[src/source/lsu_replay_pkg.sv]
// LSU replay package
// Widths, hazard type enum, hazard info union, branch flush helper

package lsu_replay_pkg;

    localparam int PADDR_W       = 32;
    localparam int CMT_ID_W      = 6;
    localparam int BR_MASK_W     = 4;   // One bit per in-flight branch tag
    localparam int MISSU_ENTRIES = 8;

    typedef enum logic [1:0] {
        HAZ_L1D_CONFLICT   = 2'd0,
        HAZ_MISSU_FULL     = 2'd1,
        HAZ_MISSU_ASSIGNED = 2'd2,
        HAZ_STQ_NONFWD     = 2'd3
    } haz_typ_t;

    // Same word, read according to the hazard type
    typedef union packed {
        logic [MISSU_ENTRIES-1:0] missu_index_oh;   // HAZ_MISSU_ASSIGNED
        logic [MISSU_ENTRIES-1:0] stq_id;           // HAZ_STQ_NONFWD
    } haz_info_u;

    function automatic logic is_br_flush_target(
        input logic [BR_MASK_W-1:0] br_mask,
        input logic [BR_MASK_W-1:0] br_tag,
        input logic                 mispredict
    );
        return (|(br_mask & br_tag)) & mispredict;
    endfunction

endpackage

[src/source/ring_fifo.sv]
// Circular FIFO of packed words
// Oldest word is visible on o_data without a pop

`timescale 1ns/10ps

module ring_fifo #(
    parameter int WIDTH       = 32,
    parameter int QUEUE_DEPTH = 4
) (
    input  logic             i_clk,
    input  logic             i_reset_n,
    input  logic             i_push,
    input  logic [WIDTH-1:0] i_data,
    input  logic             i_pop,
    output logic [WIDTH-1:0] o_data,
    output logic             o_empty,
    output logic             o_full
);

    localparam int PTR_W = (QUEUE_DEPTH > 1) ? $clog2(QUEUE_DEPTH) : 1;
    localparam int CNT_W = $clog2(QUEUE_DEPTH + 1);

    logic [WIDTH-1:0] r_mem [QUEUE_DEPTH];
    logic [PTR_W-1:0] r_head;
    logic [PTR_W-1:0] r_tail;
    logic [CNT_W-1:0] r_count;
    logic             w_push;
    logic             w_pop;

    assign o_empty = (r_count == '0);
    assign o_full  = (r_count == CNT_W'(QUEUE_DEPTH));
    assign w_push  = i_push & ~o_full;
    assign w_pop   = i_pop & ~o_empty;
    assign o_data  = r_mem[r_head];

    always_ff @(posedge i_clk or negedge i_reset_n) begin
        if (!i_reset_n) begin
            r_head  <= '0;
            r_tail  <= '0;
            r_count <= '0;
        end else begin
            if (w_push) begin
                r_tail <= (r_tail == PTR_W'(QUEUE_DEPTH - 1)) ? '0 : r_tail + 1'b1;
            end
            if (w_pop) begin
                r_head <= (r_head == PTR_W'(QUEUE_DEPTH - 1)) ? '0 : r_head + 1'b1;
            end
            r_count <= r_count + CNT_W'(w_push) - CNT_W'(w_pop);
        end
    end

    always_ff @(posedge i_clk) begin
        if (w_push) begin
            r_mem[r_tail] <= i_data;
        end
    end

endmodule

[src/source/lsu_replay_queue.sv]
// Replay queue for one LSU pipe
// Payload FIFO plus per-slot dead/br_mask, head wakeup, credit return

`timescale 1ns/10ps

module lsu_replay_queue #(
    parameter int QUEUE_DEPTH = 4
) (
    input  logic                                    i_clk,
    input  logic                                    i_reset_n,
    input  logic                                    i_haz_valid,
    input  logic [lsu_replay_pkg::PADDR_W-1:0]      i_haz_paddr,
    input  logic [lsu_replay_pkg::CMT_ID_W-1:0]     i_haz_cmt_id,
    input  logic [lsu_replay_pkg::BR_MASK_W-1:0]    i_haz_br_mask,
    input  lsu_replay_pkg::haz_typ_t                i_haz_haz_typ,
    input  lsu_replay_pkg::haz_info_u               i_haz_haz_info,
    input  logic                                    i_missu_full,
    input  logic                                    i_missu_resolve_valid,
    input  logic [lsu_replay_pkg::MISSU_ENTRIES-1:0] i_missu_resolve_oh,
    input  logic [lsu_replay_pkg::MISSU_ENTRIES-1:0] i_missu_entry_valids,
    input  logic                                    i_stq_resolve_valid,
    input  logic [lsu_replay_pkg::MISSU_ENTRIES-1:0] i_stq_resolve_id,
    input  logic                                    i_br_update,
    input  logic [lsu_replay_pkg::BR_MASK_W-1:0]    i_br_tag,
    input  logic                                    i_br_mispredict,
    output logic                                    o_req_valid,
    output logic [lsu_replay_pkg::PADDR_W-1:0]      o_req_paddr,
    output logic [lsu_replay_pkg::CMT_ID_W-1:0]     o_req_cmt_id,
    output logic [lsu_replay_pkg::BR_MASK_W-1:0]    o_req_br_mask,
    output lsu_replay_pkg::haz_typ_t                o_req_haz_typ,
    output lsu_replay_pkg::haz_info_u               o_req_haz_info,
    input  logic                                    i_req_ready,
    output logic                                    o_credit
);
    import lsu_replay_pkg::*;

    // FIFO word is {paddr, cmt_id, haz_typ, haz_info}
    localparam int TYP_LSB  = MISSU_ENTRIES;
    localparam int CMT_LSB  = TYP_LSB + $bits(haz_typ_t);
    localparam int ADDR_LSB = CMT_LSB + CMT_ID_W;
    localparam int WIDTH    = ADDR_LSB + PADDR_W;
    localparam int PTR_W    = (QUEUE_DEPTH > 1) ? $clog2(QUEUE_DEPTH) : 1;

    logic [WIDTH-1:0]     w_wr_data;
    logic [WIDTH-1:0]     w_rd_data;
    logic                 w_empty;
    logic                 w_full;
    logic                 w_push;
    logic                 w_pop;
    logic                 w_wake;
    logic                 w_head_dead;
    logic [PTR_W-1:0]     r_wr_ptr;
    logic [PTR_W-1:0]     r_rd_ptr;
    logic [QUEUE_DEPTH-1:0] r_slot_valid;
    logic [QUEUE_DEPTH-1:0] r_slot_dead;
    logic [QUEUE_DEPTH-1:0] w_flush;
    logic [BR_MASK_W-1:0] r_slot_br_mask [QUEUE_DEPTH];
    logic                 r_credit;

    assign w_push    = i_haz_valid & ~w_full;
    assign w_wr_data = {i_haz_paddr, i_haz_cmt_id, i_haz_haz_typ, i_haz_haz_info};

    ring_fifo #(
        .WIDTH       (WIDTH),
        .QUEUE_DEPTH (QUEUE_DEPTH)
    ) u_fifo (
        .i_clk     (i_clk),
        .i_reset_n (i_reset_n),
        .i_push    (w_push),
        .i_data    (w_wr_data),
        .i_pop     (w_pop),
        .o_data    (w_rd_data),
        .o_empty   (w_empty),
        .o_full    (w_full)
    );

    assign o_req_paddr    = w_rd_data[ADDR_LSB +: PADDR_W];
    assign o_req_cmt_id   = w_rd_data[CMT_LSB +: CMT_ID_W];
    assign o_req_haz_typ  = haz_typ_t'(w_rd_data[TYP_LSB +: $bits(haz_typ_t)]);
    assign o_req_haz_info = w_rd_data[MISSU_ENTRIES-1:0];
    assign o_req_br_mask  = r_slot_br_mask[r_rd_ptr];

    // ------------------------------
    // Slot side state
    // ------------------------------
    always_comb begin
        for (int i = 0; i < QUEUE_DEPTH; i++) begin
            w_flush[i] = i_br_update &
                         is_br_flush_target(r_slot_br_mask[i], i_br_tag, i_br_mispredict);
        end
    end

    always_ff @(posedge i_clk or negedge i_reset_n) begin
        if (!i_reset_n) begin
            r_wr_ptr     <= '0;
            r_rd_ptr     <= '0;
            r_slot_valid <= '0;
            r_slot_dead  <= '0;
        end else begin
            if (w_push) begin
                r_wr_ptr <= (r_wr_ptr == PTR_W'(QUEUE_DEPTH - 1)) ? '0 : r_wr_ptr + 1'b1;
            end
            if (w_pop) begin
                r_rd_ptr <= (r_rd_ptr == PTR_W'(QUEUE_DEPTH - 1)) ? '0 : r_rd_ptr + 1'b1;
            end
            for (int i = 0; i < QUEUE_DEPTH; i++) begin
                if (w_push && r_wr_ptr == PTR_W'(i)) begin
                    r_slot_valid[i] <= 1'b1;
                    r_slot_dead[i]  <= 1'b0;      // New entry never flushed on arrival
                end else if (w_pop && r_rd_ptr == PTR_W'(i)) begin
                    r_slot_valid[i] <= 1'b0;
                end else if (r_slot_valid[i] && w_flush[i]) begin
                    r_slot_dead[i]  <= 1'b1;
                end
            end
        end
    end

    always_ff @(posedge i_clk) begin
        if (w_push) begin
            r_slot_br_mask[r_wr_ptr] <= i_haz_br_mask;
        end
    end

    // ------------------------------
    // Head wakeup and pop
    // ------------------------------
    always_comb begin
        case (o_req_haz_typ)
            HAZ_L1D_CONFLICT:   w_wake = 1'b1;
            HAZ_MISSU_FULL:     w_wake = ~i_missu_full;
            HAZ_MISSU_ASSIGNED: begin
                w_wake = (i_missu_resolve_valid &
                          (i_missu_resolve_oh == o_req_haz_info.missu_index_oh)) |
                         ((o_req_haz_info.missu_index_oh & i_missu_entry_valids) == '0);
            end
            HAZ_STQ_NONFWD: begin
                w_wake = i_stq_resolve_valid & (i_stq_resolve_id == o_req_haz_info.stq_id);
            end
            default:            w_wake = 1'b0;
        endcase
    end

    assign w_head_dead = ~w_empty & r_slot_dead[r_rd_ptr];
    assign o_req_valid = ~w_empty & ~r_slot_dead[r_rd_ptr] & w_wake;
    assign w_pop       = (o_req_valid & i_req_ready) | w_head_dead;  // Dead head drains silently

    always_ff @(posedge i_clk or negedge i_reset_n) begin
        if (!i_reset_n) begin
            r_credit <= 1'b0;
        end else begin
            r_credit <= w_pop;
        end
    end

    assign o_credit = r_credit;

endmodule

[src/source/lsu_replay_arbiter.sv]
// Round-robin merge of two replay queues onto the issue port

`timescale 1ns/10ps

module lsu_replay_arbiter (
    input  logic                                 i_clk,
    input  logic                                 i_reset_n,
    input  logic                                 i_req0_valid,
    input  logic [lsu_replay_pkg::PADDR_W-1:0]   i_req0_paddr,
    input  logic [lsu_replay_pkg::CMT_ID_W-1:0]  i_req0_cmt_id,
    input  lsu_replay_pkg::haz_typ_t             i_req0_haz_typ,
    input  logic [lsu_replay_pkg::BR_MASK_W-1:0] i_req0_br_mask,
    output logic                                 o_req0_ready,
    input  logic                                 i_req1_valid,
    input  logic [lsu_replay_pkg::PADDR_W-1:0]   i_req1_paddr,
    input  logic [lsu_replay_pkg::CMT_ID_W-1:0]  i_req1_cmt_id,
    input  lsu_replay_pkg::haz_typ_t             i_req1_haz_typ,
    input  logic [lsu_replay_pkg::BR_MASK_W-1:0] i_req1_br_mask,
    output logic                                 o_req1_ready,
    output logic                                 o_rep_valid,
    output logic                                 o_rep_pipe,
    output logic [lsu_replay_pkg::PADDR_W-1:0]   o_rep_paddr,
    output logic [lsu_replay_pkg::CMT_ID_W-1:0]  o_rep_cmt_id,
    output lsu_replay_pkg::haz_typ_t             o_rep_haz_typ,
    output logic [lsu_replay_pkg::BR_MASK_W-1:0] o_rep_br_mask,
    input  logic                                 i_rep_ready
);

    logic r_rr_ptr;     // Side favoured when both request
    logic w_grant1;

    assign w_grant1 = i_req1_valid & (~i_req0_valid | r_rr_ptr);

    assign o_rep_valid   = i_req0_valid | i_req1_valid;
    assign o_rep_pipe    = w_grant1;
    assign o_rep_paddr   = w_grant1 ? i_req1_paddr   : i_req0_paddr;
    assign o_rep_cmt_id  = w_grant1 ? i_req1_cmt_id  : i_req0_cmt_id;
    assign o_rep_haz_typ = w_grant1 ? i_req1_haz_typ : i_req0_haz_typ;
    assign o_rep_br_mask = w_grant1 ? i_req1_br_mask : i_req0_br_mask;

    assign o_req0_ready = i_rep_ready & ~w_grant1;
    assign o_req1_ready = i_rep_ready & w_grant1;

    always_ff @(posedge i_clk or negedge i_reset_n) begin
        if (!i_reset_n) begin
            r_rr_ptr <= 1'b0;
        end else if (o_rep_valid && i_rep_ready) begin
            r_rr_ptr <= ~w_grant1;  // Point at the side not just served
        end
    end

endmodule

[src/source/lsu_replay_top.sv]
// LSU replay subsystem top
// Two per-pipe replay queues feeding one arbiter

`timescale 1ns/10ps

module lsu_replay_top #(
    parameter int QUEUE_DEPTH = 4
) (
    input  logic                                    i_clk,
    input  logic                                    i_reset_n,
    input  logic                                    i_haz0_valid,
    input  logic [lsu_replay_pkg::PADDR_W-1:0]      i_haz0_paddr,
    input  logic [lsu_replay_pkg::CMT_ID_W-1:0]     i_haz0_cmt_id,
    input  logic [lsu_replay_pkg::BR_MASK_W-1:0]    i_haz0_br_mask,
    input  lsu_replay_pkg::haz_typ_t                i_haz0_haz_typ,
    input  lsu_replay_pkg::haz_info_u               i_haz0_haz_info,
    input  logic                                    i_haz1_valid,
    input  logic [lsu_replay_pkg::PADDR_W-1:0]      i_haz1_paddr,
    input  logic [lsu_replay_pkg::CMT_ID_W-1:0]     i_haz1_cmt_id,
    input  logic [lsu_replay_pkg::BR_MASK_W-1:0]    i_haz1_br_mask,
    input  lsu_replay_pkg::haz_typ_t                i_haz1_haz_typ,
    input  lsu_replay_pkg::haz_info_u               i_haz1_haz_info,
    input  logic                                    i_missu_full,
    input  logic                                    i_missu_resolve_valid,
    input  logic [lsu_replay_pkg::MISSU_ENTRIES-1:0] i_missu_resolve_oh,
    input  logic [lsu_replay_pkg::MISSU_ENTRIES-1:0] i_missu_entry_valids,
    input  logic                                    i_stq_resolve_valid,
    input  logic [lsu_replay_pkg::MISSU_ENTRIES-1:0] i_stq_resolve_id,
    input  logic                                    i_br_update,
    input  logic [lsu_replay_pkg::BR_MASK_W-1:0]    i_br_tag,
    input  logic                                    i_br_mispredict,
    output logic                                    o_credit0,
    output logic                                    o_credit1,
    output logic                                    o_rep_valid,
    output logic                                    o_rep_pipe,
    output logic [lsu_replay_pkg::PADDR_W-1:0]      o_rep_paddr,
    output logic [lsu_replay_pkg::CMT_ID_W-1:0]     o_rep_cmt_id,
    output lsu_replay_pkg::haz_typ_t                o_rep_haz_typ,
    output logic [lsu_replay_pkg::BR_MASK_W-1:0]    o_rep_br_mask,
    input  logic                                    i_rep_ready
);
    import lsu_replay_pkg::*;

    logic                 w_req0_valid;
    logic                 w_req0_ready;
    logic [PADDR_W-1:0]   w_req0_paddr;
    logic [CMT_ID_W-1:0]  w_req0_cmt_id;
    logic [BR_MASK_W-1:0] w_req0_br_mask;
    haz_typ_t             w_req0_haz_typ;
    logic                 w_req1_valid;
    logic                 w_req1_ready;
    logic [PADDR_W-1:0]   w_req1_paddr;
    logic [CMT_ID_W-1:0]  w_req1_cmt_id;
    logic [BR_MASK_W-1:0] w_req1_br_mask;
    haz_typ_t             w_req1_haz_typ;

    // ------------------------------
    // Per-pipe queues
    // ------------------------------
    lsu_replay_queue #(
        .QUEUE_DEPTH (QUEUE_DEPTH)
    ) u_queue0 (
        .i_clk                 (i_clk),
        .i_reset_n             (i_reset_n),
        .i_haz_valid           (i_haz0_valid),
        .i_haz_paddr           (i_haz0_paddr),
        .i_haz_cmt_id          (i_haz0_cmt_id),
        .i_haz_br_mask         (i_haz0_br_mask),
        .i_haz_haz_typ         (i_haz0_haz_typ),
        .i_haz_haz_info        (i_haz0_haz_info),
        .i_missu_full          (i_missu_full),
        .i_missu_resolve_valid (i_missu_resolve_valid),
        .i_missu_resolve_oh    (i_missu_resolve_oh),
        .i_missu_entry_valids  (i_missu_entry_valids),
        .i_stq_resolve_valid   (i_stq_resolve_valid),
        .i_stq_resolve_id      (i_stq_resolve_id),
        .i_br_update           (i_br_update),
        .i_br_tag              (i_br_tag),
        .i_br_mispredict       (i_br_mispredict),
        .o_req_valid           (w_req0_valid),
        .o_req_paddr           (w_req0_paddr),
        .o_req_cmt_id          (w_req0_cmt_id),
        .o_req_br_mask         (w_req0_br_mask),
        .o_req_haz_typ         (w_req0_haz_typ),
        .o_req_haz_info        (),          // Wakeup use only, not issued
        .i_req_ready           (w_req0_ready),
        .o_credit              (o_credit0)
    );

    lsu_replay_queue #(
        .QUEUE_DEPTH (QUEUE_DEPTH)
    ) u_queue1 (
        .i_clk                 (i_clk),
        .i_reset_n             (i_reset_n),
        .i_haz_valid           (i_haz1_valid),
        .i_haz_paddr           (i_haz1_paddr),
        .i_haz_cmt_id          (i_haz1_cmt_id),
        .i_haz_br_mask         (i_haz1_br_mask),
        .i_haz_haz_typ         (i_haz1_haz_typ),
        .i_haz_haz_info        (i_haz1_haz_info),
        .i_missu_full          (i_missu_full),
        .i_missu_resolve_valid (i_missu_resolve_valid),
        .i_missu_resolve_oh    (i_missu_resolve_oh),
        .i_missu_entry_valids  (i_missu_entry_valids),
        .i_stq_resolve_valid   (i_stq_resolve_valid),
        .i_stq_resolve_id      (i_stq_resolve_id),
        .i_br_update           (i_br_update),
        .i_br_tag              (i_br_tag),
        .i_br_mispredict       (i_br_mispredict),
        .o_req_valid           (w_req1_valid),
        .o_req_paddr           (w_req1_paddr),
        .o_req_cmt_id          (w_req1_cmt_id),
        .o_req_br_mask         (w_req1_br_mask),
        .o_req_haz_typ         (w_req1_haz_typ),
        .o_req_haz_info        (),
        .i_req_ready           (w_req1_ready),
        .o_credit              (o_credit1)
    );

    lsu_replay_arbiter u_arbiter (
        .i_clk          (i_clk),
        .i_reset_n      (i_reset_n),
        .i_req0_valid   (w_req0_valid),
        .i_req0_paddr   (w_req0_paddr),
        .i_req0_cmt_id  (w_req0_cmt_id),
        .i_req0_haz_typ (w_req0_haz_typ),
        .i_req0_br_mask (w_req0_br_mask),
        .o_req0_ready   (w_req0_ready),
        .i_req1_valid   (w_req1_valid),
        .i_req1_paddr   (w_req1_paddr),
        .i_req1_cmt_id  (w_req1_cmt_id),
        .i_req1_haz_typ (w_req1_haz_typ),
        .i_req1_br_mask (w_req1_br_mask),
        .o_req1_ready   (w_req1_ready),
        .o_rep_valid    (o_rep_valid),
        .o_rep_pipe     (o_rep_pipe),
        .o_rep_paddr    (o_rep_paddr),
        .o_rep_cmt_id   (o_rep_cmt_id),
        .o_rep_haz_typ  (o_rep_haz_typ),
        .o_rep_br_mask  (o_rep_br_mask),
        .i_rep_ready    (i_rep_ready)
    );

endmodule

[config.mk]
export PLATFORM = sky130hd
export DESIGN_NAME = lsu_replay_top
export DESIGN_NICKNAME = d
export VERILOG_FILES = /design/src/source/lsu_replay_pkg.sv /design/src/source/ring_fifo.sv /design/src/source/lsu_replay_queue.sv /design/src/source/lsu_replay_arbiter.sv /design/src/source/lsu_replay_top.sv
export SDC_FILE = /design/constraint.sdc
export NUM_CORES = 1
export LEC_CHECK = 0
export BUFFER_PORTS_ARGS = -buffer_cell sky130_fd_sc_hd__buf_2
export CAP_MARGIN = 10
export CORE_AREA = 2 2 219 221
export CTS_CLUSTER_SIZE = 24
export DETAILED_ROUTE_END_ITERATION = 10
export DIE_AREA = 0 0 221 223
export PLACE_DENSITY = 0.67
export SETUP_SLACK_MARGIN = 0.2
export SLEW_MARGIN = 20
export SYNTH_ARGS = -nofsm -noshare
export SYNTH_HDL_FRONTEND = slang
export SYNTH_SLANG_ARGS = --single-unit
export TNS_END_PERCENT = 30
[constraint.sdc]
create_clock -name i_clk -period 6.4 [get_ports i_clk]
set_input_delay 1.6 -clock i_clk [delete_from_list [all_inputs] [get_ports i_clk]]
set_output_delay 1.6 -clock i_clk [all_outputs]
set_load 0.01 [all_outputs]
==> flow_summary.ini <==
[power]
power_uw = 10990
seq_power_share_pct = 40.0
ir_worst_vdd_v = 0.0002817
cell_internal_pwr_uw = 7490
p_leak_uw = 0.007744
p_per_area_nw_per_um2 = 502.2
clkPwrFrac_pct = 26.1
combPwrFrac_pct = 33.9
sw_frac_of_total_pct = 31.82
power.switching_uw = 3496

[layout]
multi_input_area_um2 = 4698
post-route-util_pct = 46.41
fillCellCount = 3990
syn_to_final_growth_pct = 18.22
seq_area_um2 = 13530
drive_gt1_share_pct = 38.03
nNetsFinal = 1302

[sta]
fmax_mhz = 167.9
finalWorstSetupSlack_ns = 0.4451
relSlewSlack_pct = 29.45
hold_ws_ns = 0.4775
tns_ns = 0
fin_crit_ns = 5.955
worst_slew_pin_slew_ns = 1.058
slew_violations = 0
setup_viol = 0
finClkSkew_ns = 0.01726
rsz0062_at_grt = no
hold_viol = 0
fin_crit_sh_pct = 93.05

[clocking]
cts_buffers = 48
ctsHoldBuffers = 0
cts_root_buffer = clkbuf_16
path_clk_slew_ns = 0.06
clockBufferDepth = 3
cts_tree = yes
insertion_delay_ns = 0.57
h-tree-depth = 2
cts_sinks = 457

[detailed_routing]
drcViolationCount = 0
drt_iter0_markers = 790
vias = 9416
dr.pass1.iters = 5
routed_wl_um = 41960
ant_nets = 0
wire_per_inst_um = 23.51
detail_route.vias_per_cell = 5.275

[critical_path]
worst_setup_path_start_kind = flip-flop
cpMostUsedCell = buf_4
endpoint_kind = output pin
crit_required_ns = 4.80
crit_family = buffers and inverters
crit_fanout = 40
worst-path-buf-inv = 4
crit_arrival_ns = 4.35
crit_slowest_cell = dfrtp_4
critPathKind = flip-flop to output pin
critical-path-max-stage-delay_ns = 0.87
path_cells = buf_4 -> mux2_2 -> o21ai_0 -> buf_4 -> o21ai_1 -> a22oi_4 -> buf_12 -> mux2i_1 -> buf_2

[global_route]
grt_max_degree = 42
grt_pass1_wl_um = 61140
track_usage_pct = 16.84
grt_pass1_vias = 9779
grt_overflow = 0
antenna_found_initial = 12

[synth]
ys_top_cells_by_count = edfxtp_1, mux4_2, nand2_1, dfrtp_1, mux2_2
postSynthAreaPerCell_um2 = 20.47
synth_area_leaders = edfxtp_1, mux4_2, dfrtp_1
synthesis.area_um2 = 18510
yosysUniqueCellTypes = 49
ys_warn_count = 0
synth.most_common_cell = edfxtp_1
synth.largest_area_cell = edfxtp_1
synth_nets = 1078
synth_edf_count = 416
async_flop_share_pct = 8.972
synthCells = 904
synth-seq-cells = 457
synth_top_cell_area_share_pct = 67.50
synth_ff_type = edfxtp_1
ys_seq_area_share_pct = 73.04

[place]
port_buffers = 189
gp_congestion = 0.9379
hpwl_um = 27210
dp_slack_ns = 0.7111

[floorplanning]
core_um2 = 47150
placementRows = 80
start_util_pct = 39.25
dieWidth_um = 221
ios = 190
dieHeight_um = 223
die_area_um2 = 49280

[run_status]
status = complete, no violations

[job]
drv_cap = 0

[min_path]
min_path_type = flip-flop to flip-flop
[per-layer routing]
metal	GRT usage (%)	vias up	share of wire, %
met5	0	-	0.21
met4	4.525	16	2.0
met3	5.228	75	7.3
met2	26.69	309	47
met1	22.62	4887	43
li1	-	4129	-
[worst min-delay path: cells and delay by family, from the launching register on]
kind,cells,cell delay [ns]
AO/OA/AOI/OAI,1,0.05
flip-flops,1,0.34
AND/OR/NAND/NOR,1,0.05
[cell type report]
class                      count  share of cell area, %
multi-input combinational    380                  21.47
clock buffer                  58                  5.759
antenna                        5                0.05719
inverter                      32                 0.5490
timing repair buffer         209                  5.124
sequential                   457                  61.84
tap                          615                  3.517
clock inverter                29                  1.676
[sequential cells by signal, indices dropped and copies added (netlist names), 2 cells and up]
name,cells
u_queue0.r_rd_ptr,2
u_queue0.u_fifo.r_head,2
u_queue0.u_fifo.r_mem,192
u_queue1.u_fifo.r_count,3
u_queue1.r_rd_ptr,2
u_queue1.u_fifo.r_head,2
u_queue1.u_fifo.r_mem,192
u_queue0.r_slot_dead,4
u_queue0.r_slot_br_mask,16
u_queue0.u_fifo.r_tail,2
u_queue1.r_slot_dead,4
u_queue1.r_slot_valid,4
u_queue1.r_wr_ptr,2
u_queue1.r_slot_br_mask,16
u_queue0.r_wr_ptr,2
u_queue0.r_slot_valid,4
u_queue0.u_fifo.r_count,3
u_queue1.u_fifo.r_tail,2
[per-stage QoR]
step	area, um^2	instances
after floorplan	18510	904
after global placement	20220	1692
after detailed placement	20220	1692
after CTS	21850	1779
after global routing	21870	1783
final	21880	1785
[final timing paths]
kind | from | to | slack (ns) | cells past startpoint
min | u_queue0.r_slot_dead[1] | u_queue0.r_slot_dead[1] | 0.48 | 2
min in group asynchronous | i_reset_n | u_queue1.r_slot_dead[0] | 1.18 | 1
max reg2reg | u_queue1.u_fifo.r_head[1] | u_queue1.u_fifo.r_count[2] | 2.04 | 14
min reg2reg | u_queue0.r_slot_dead[1] | u_queue0.r_slot_dead[1] | 0.48 | 2
max | u_queue1.u_fifo.r_head[1] | o_rep_haz_typ[1] | 0.45 | 9
max in group asynchronous | i_reset_n | u_queue0.u_fifo.r_head[0] | 4.50 | 1
[power groups by stage]
stage,registers [uW],clock network (uW),logic (uW)
3_5_place_dp,4500,0,3710
3_3_place_gp,4460,0,3670
2_1_floorplan,4190,0,2710
4_1_cts,4450,2930,3730
5_1_grt,4480,3040,4030
6_report,4400,2870,3720
[cells in the final DEF, fill, tap and decap left out, types with 11 or more instances in the layout]
cell,instances
buf_2,189
inv_1,32
edfxtp_1,416
clkinv_1,11
mux4_2,105
xnor2_1,18
nand2_1,44
dfrtp_1,37
clkbuf_16,49
a221oi_1,11
xor2_1,18
mux2_2,39
buf_4,18
mux2_1,13
ha_1,30
[what timing repair did]
item | CTS | global route
hold endpoints to repair | 0 | 0
pin swaps | 0 | 0
setup buffers | 0 | 1
resized for setup | 1 | 0
setup endpoints to repair | 39 | 39
[cells by family after synthesis]
| family | after synthesis | share of synthesized area (%) |
|---|---|---|
| simple gates | 89 | 2.238 |
| mux | 159 | 16.05 |
| flops | 457 | 73.04 |
| compound gates | 64 | 3.096 |
| fa+ha+maj | 32 | 2.245 |
| buf+inv | 67 | 1.623 |
| xor+xnor | 36 | 1.704 |
Power figures use the tool's default switching activity.
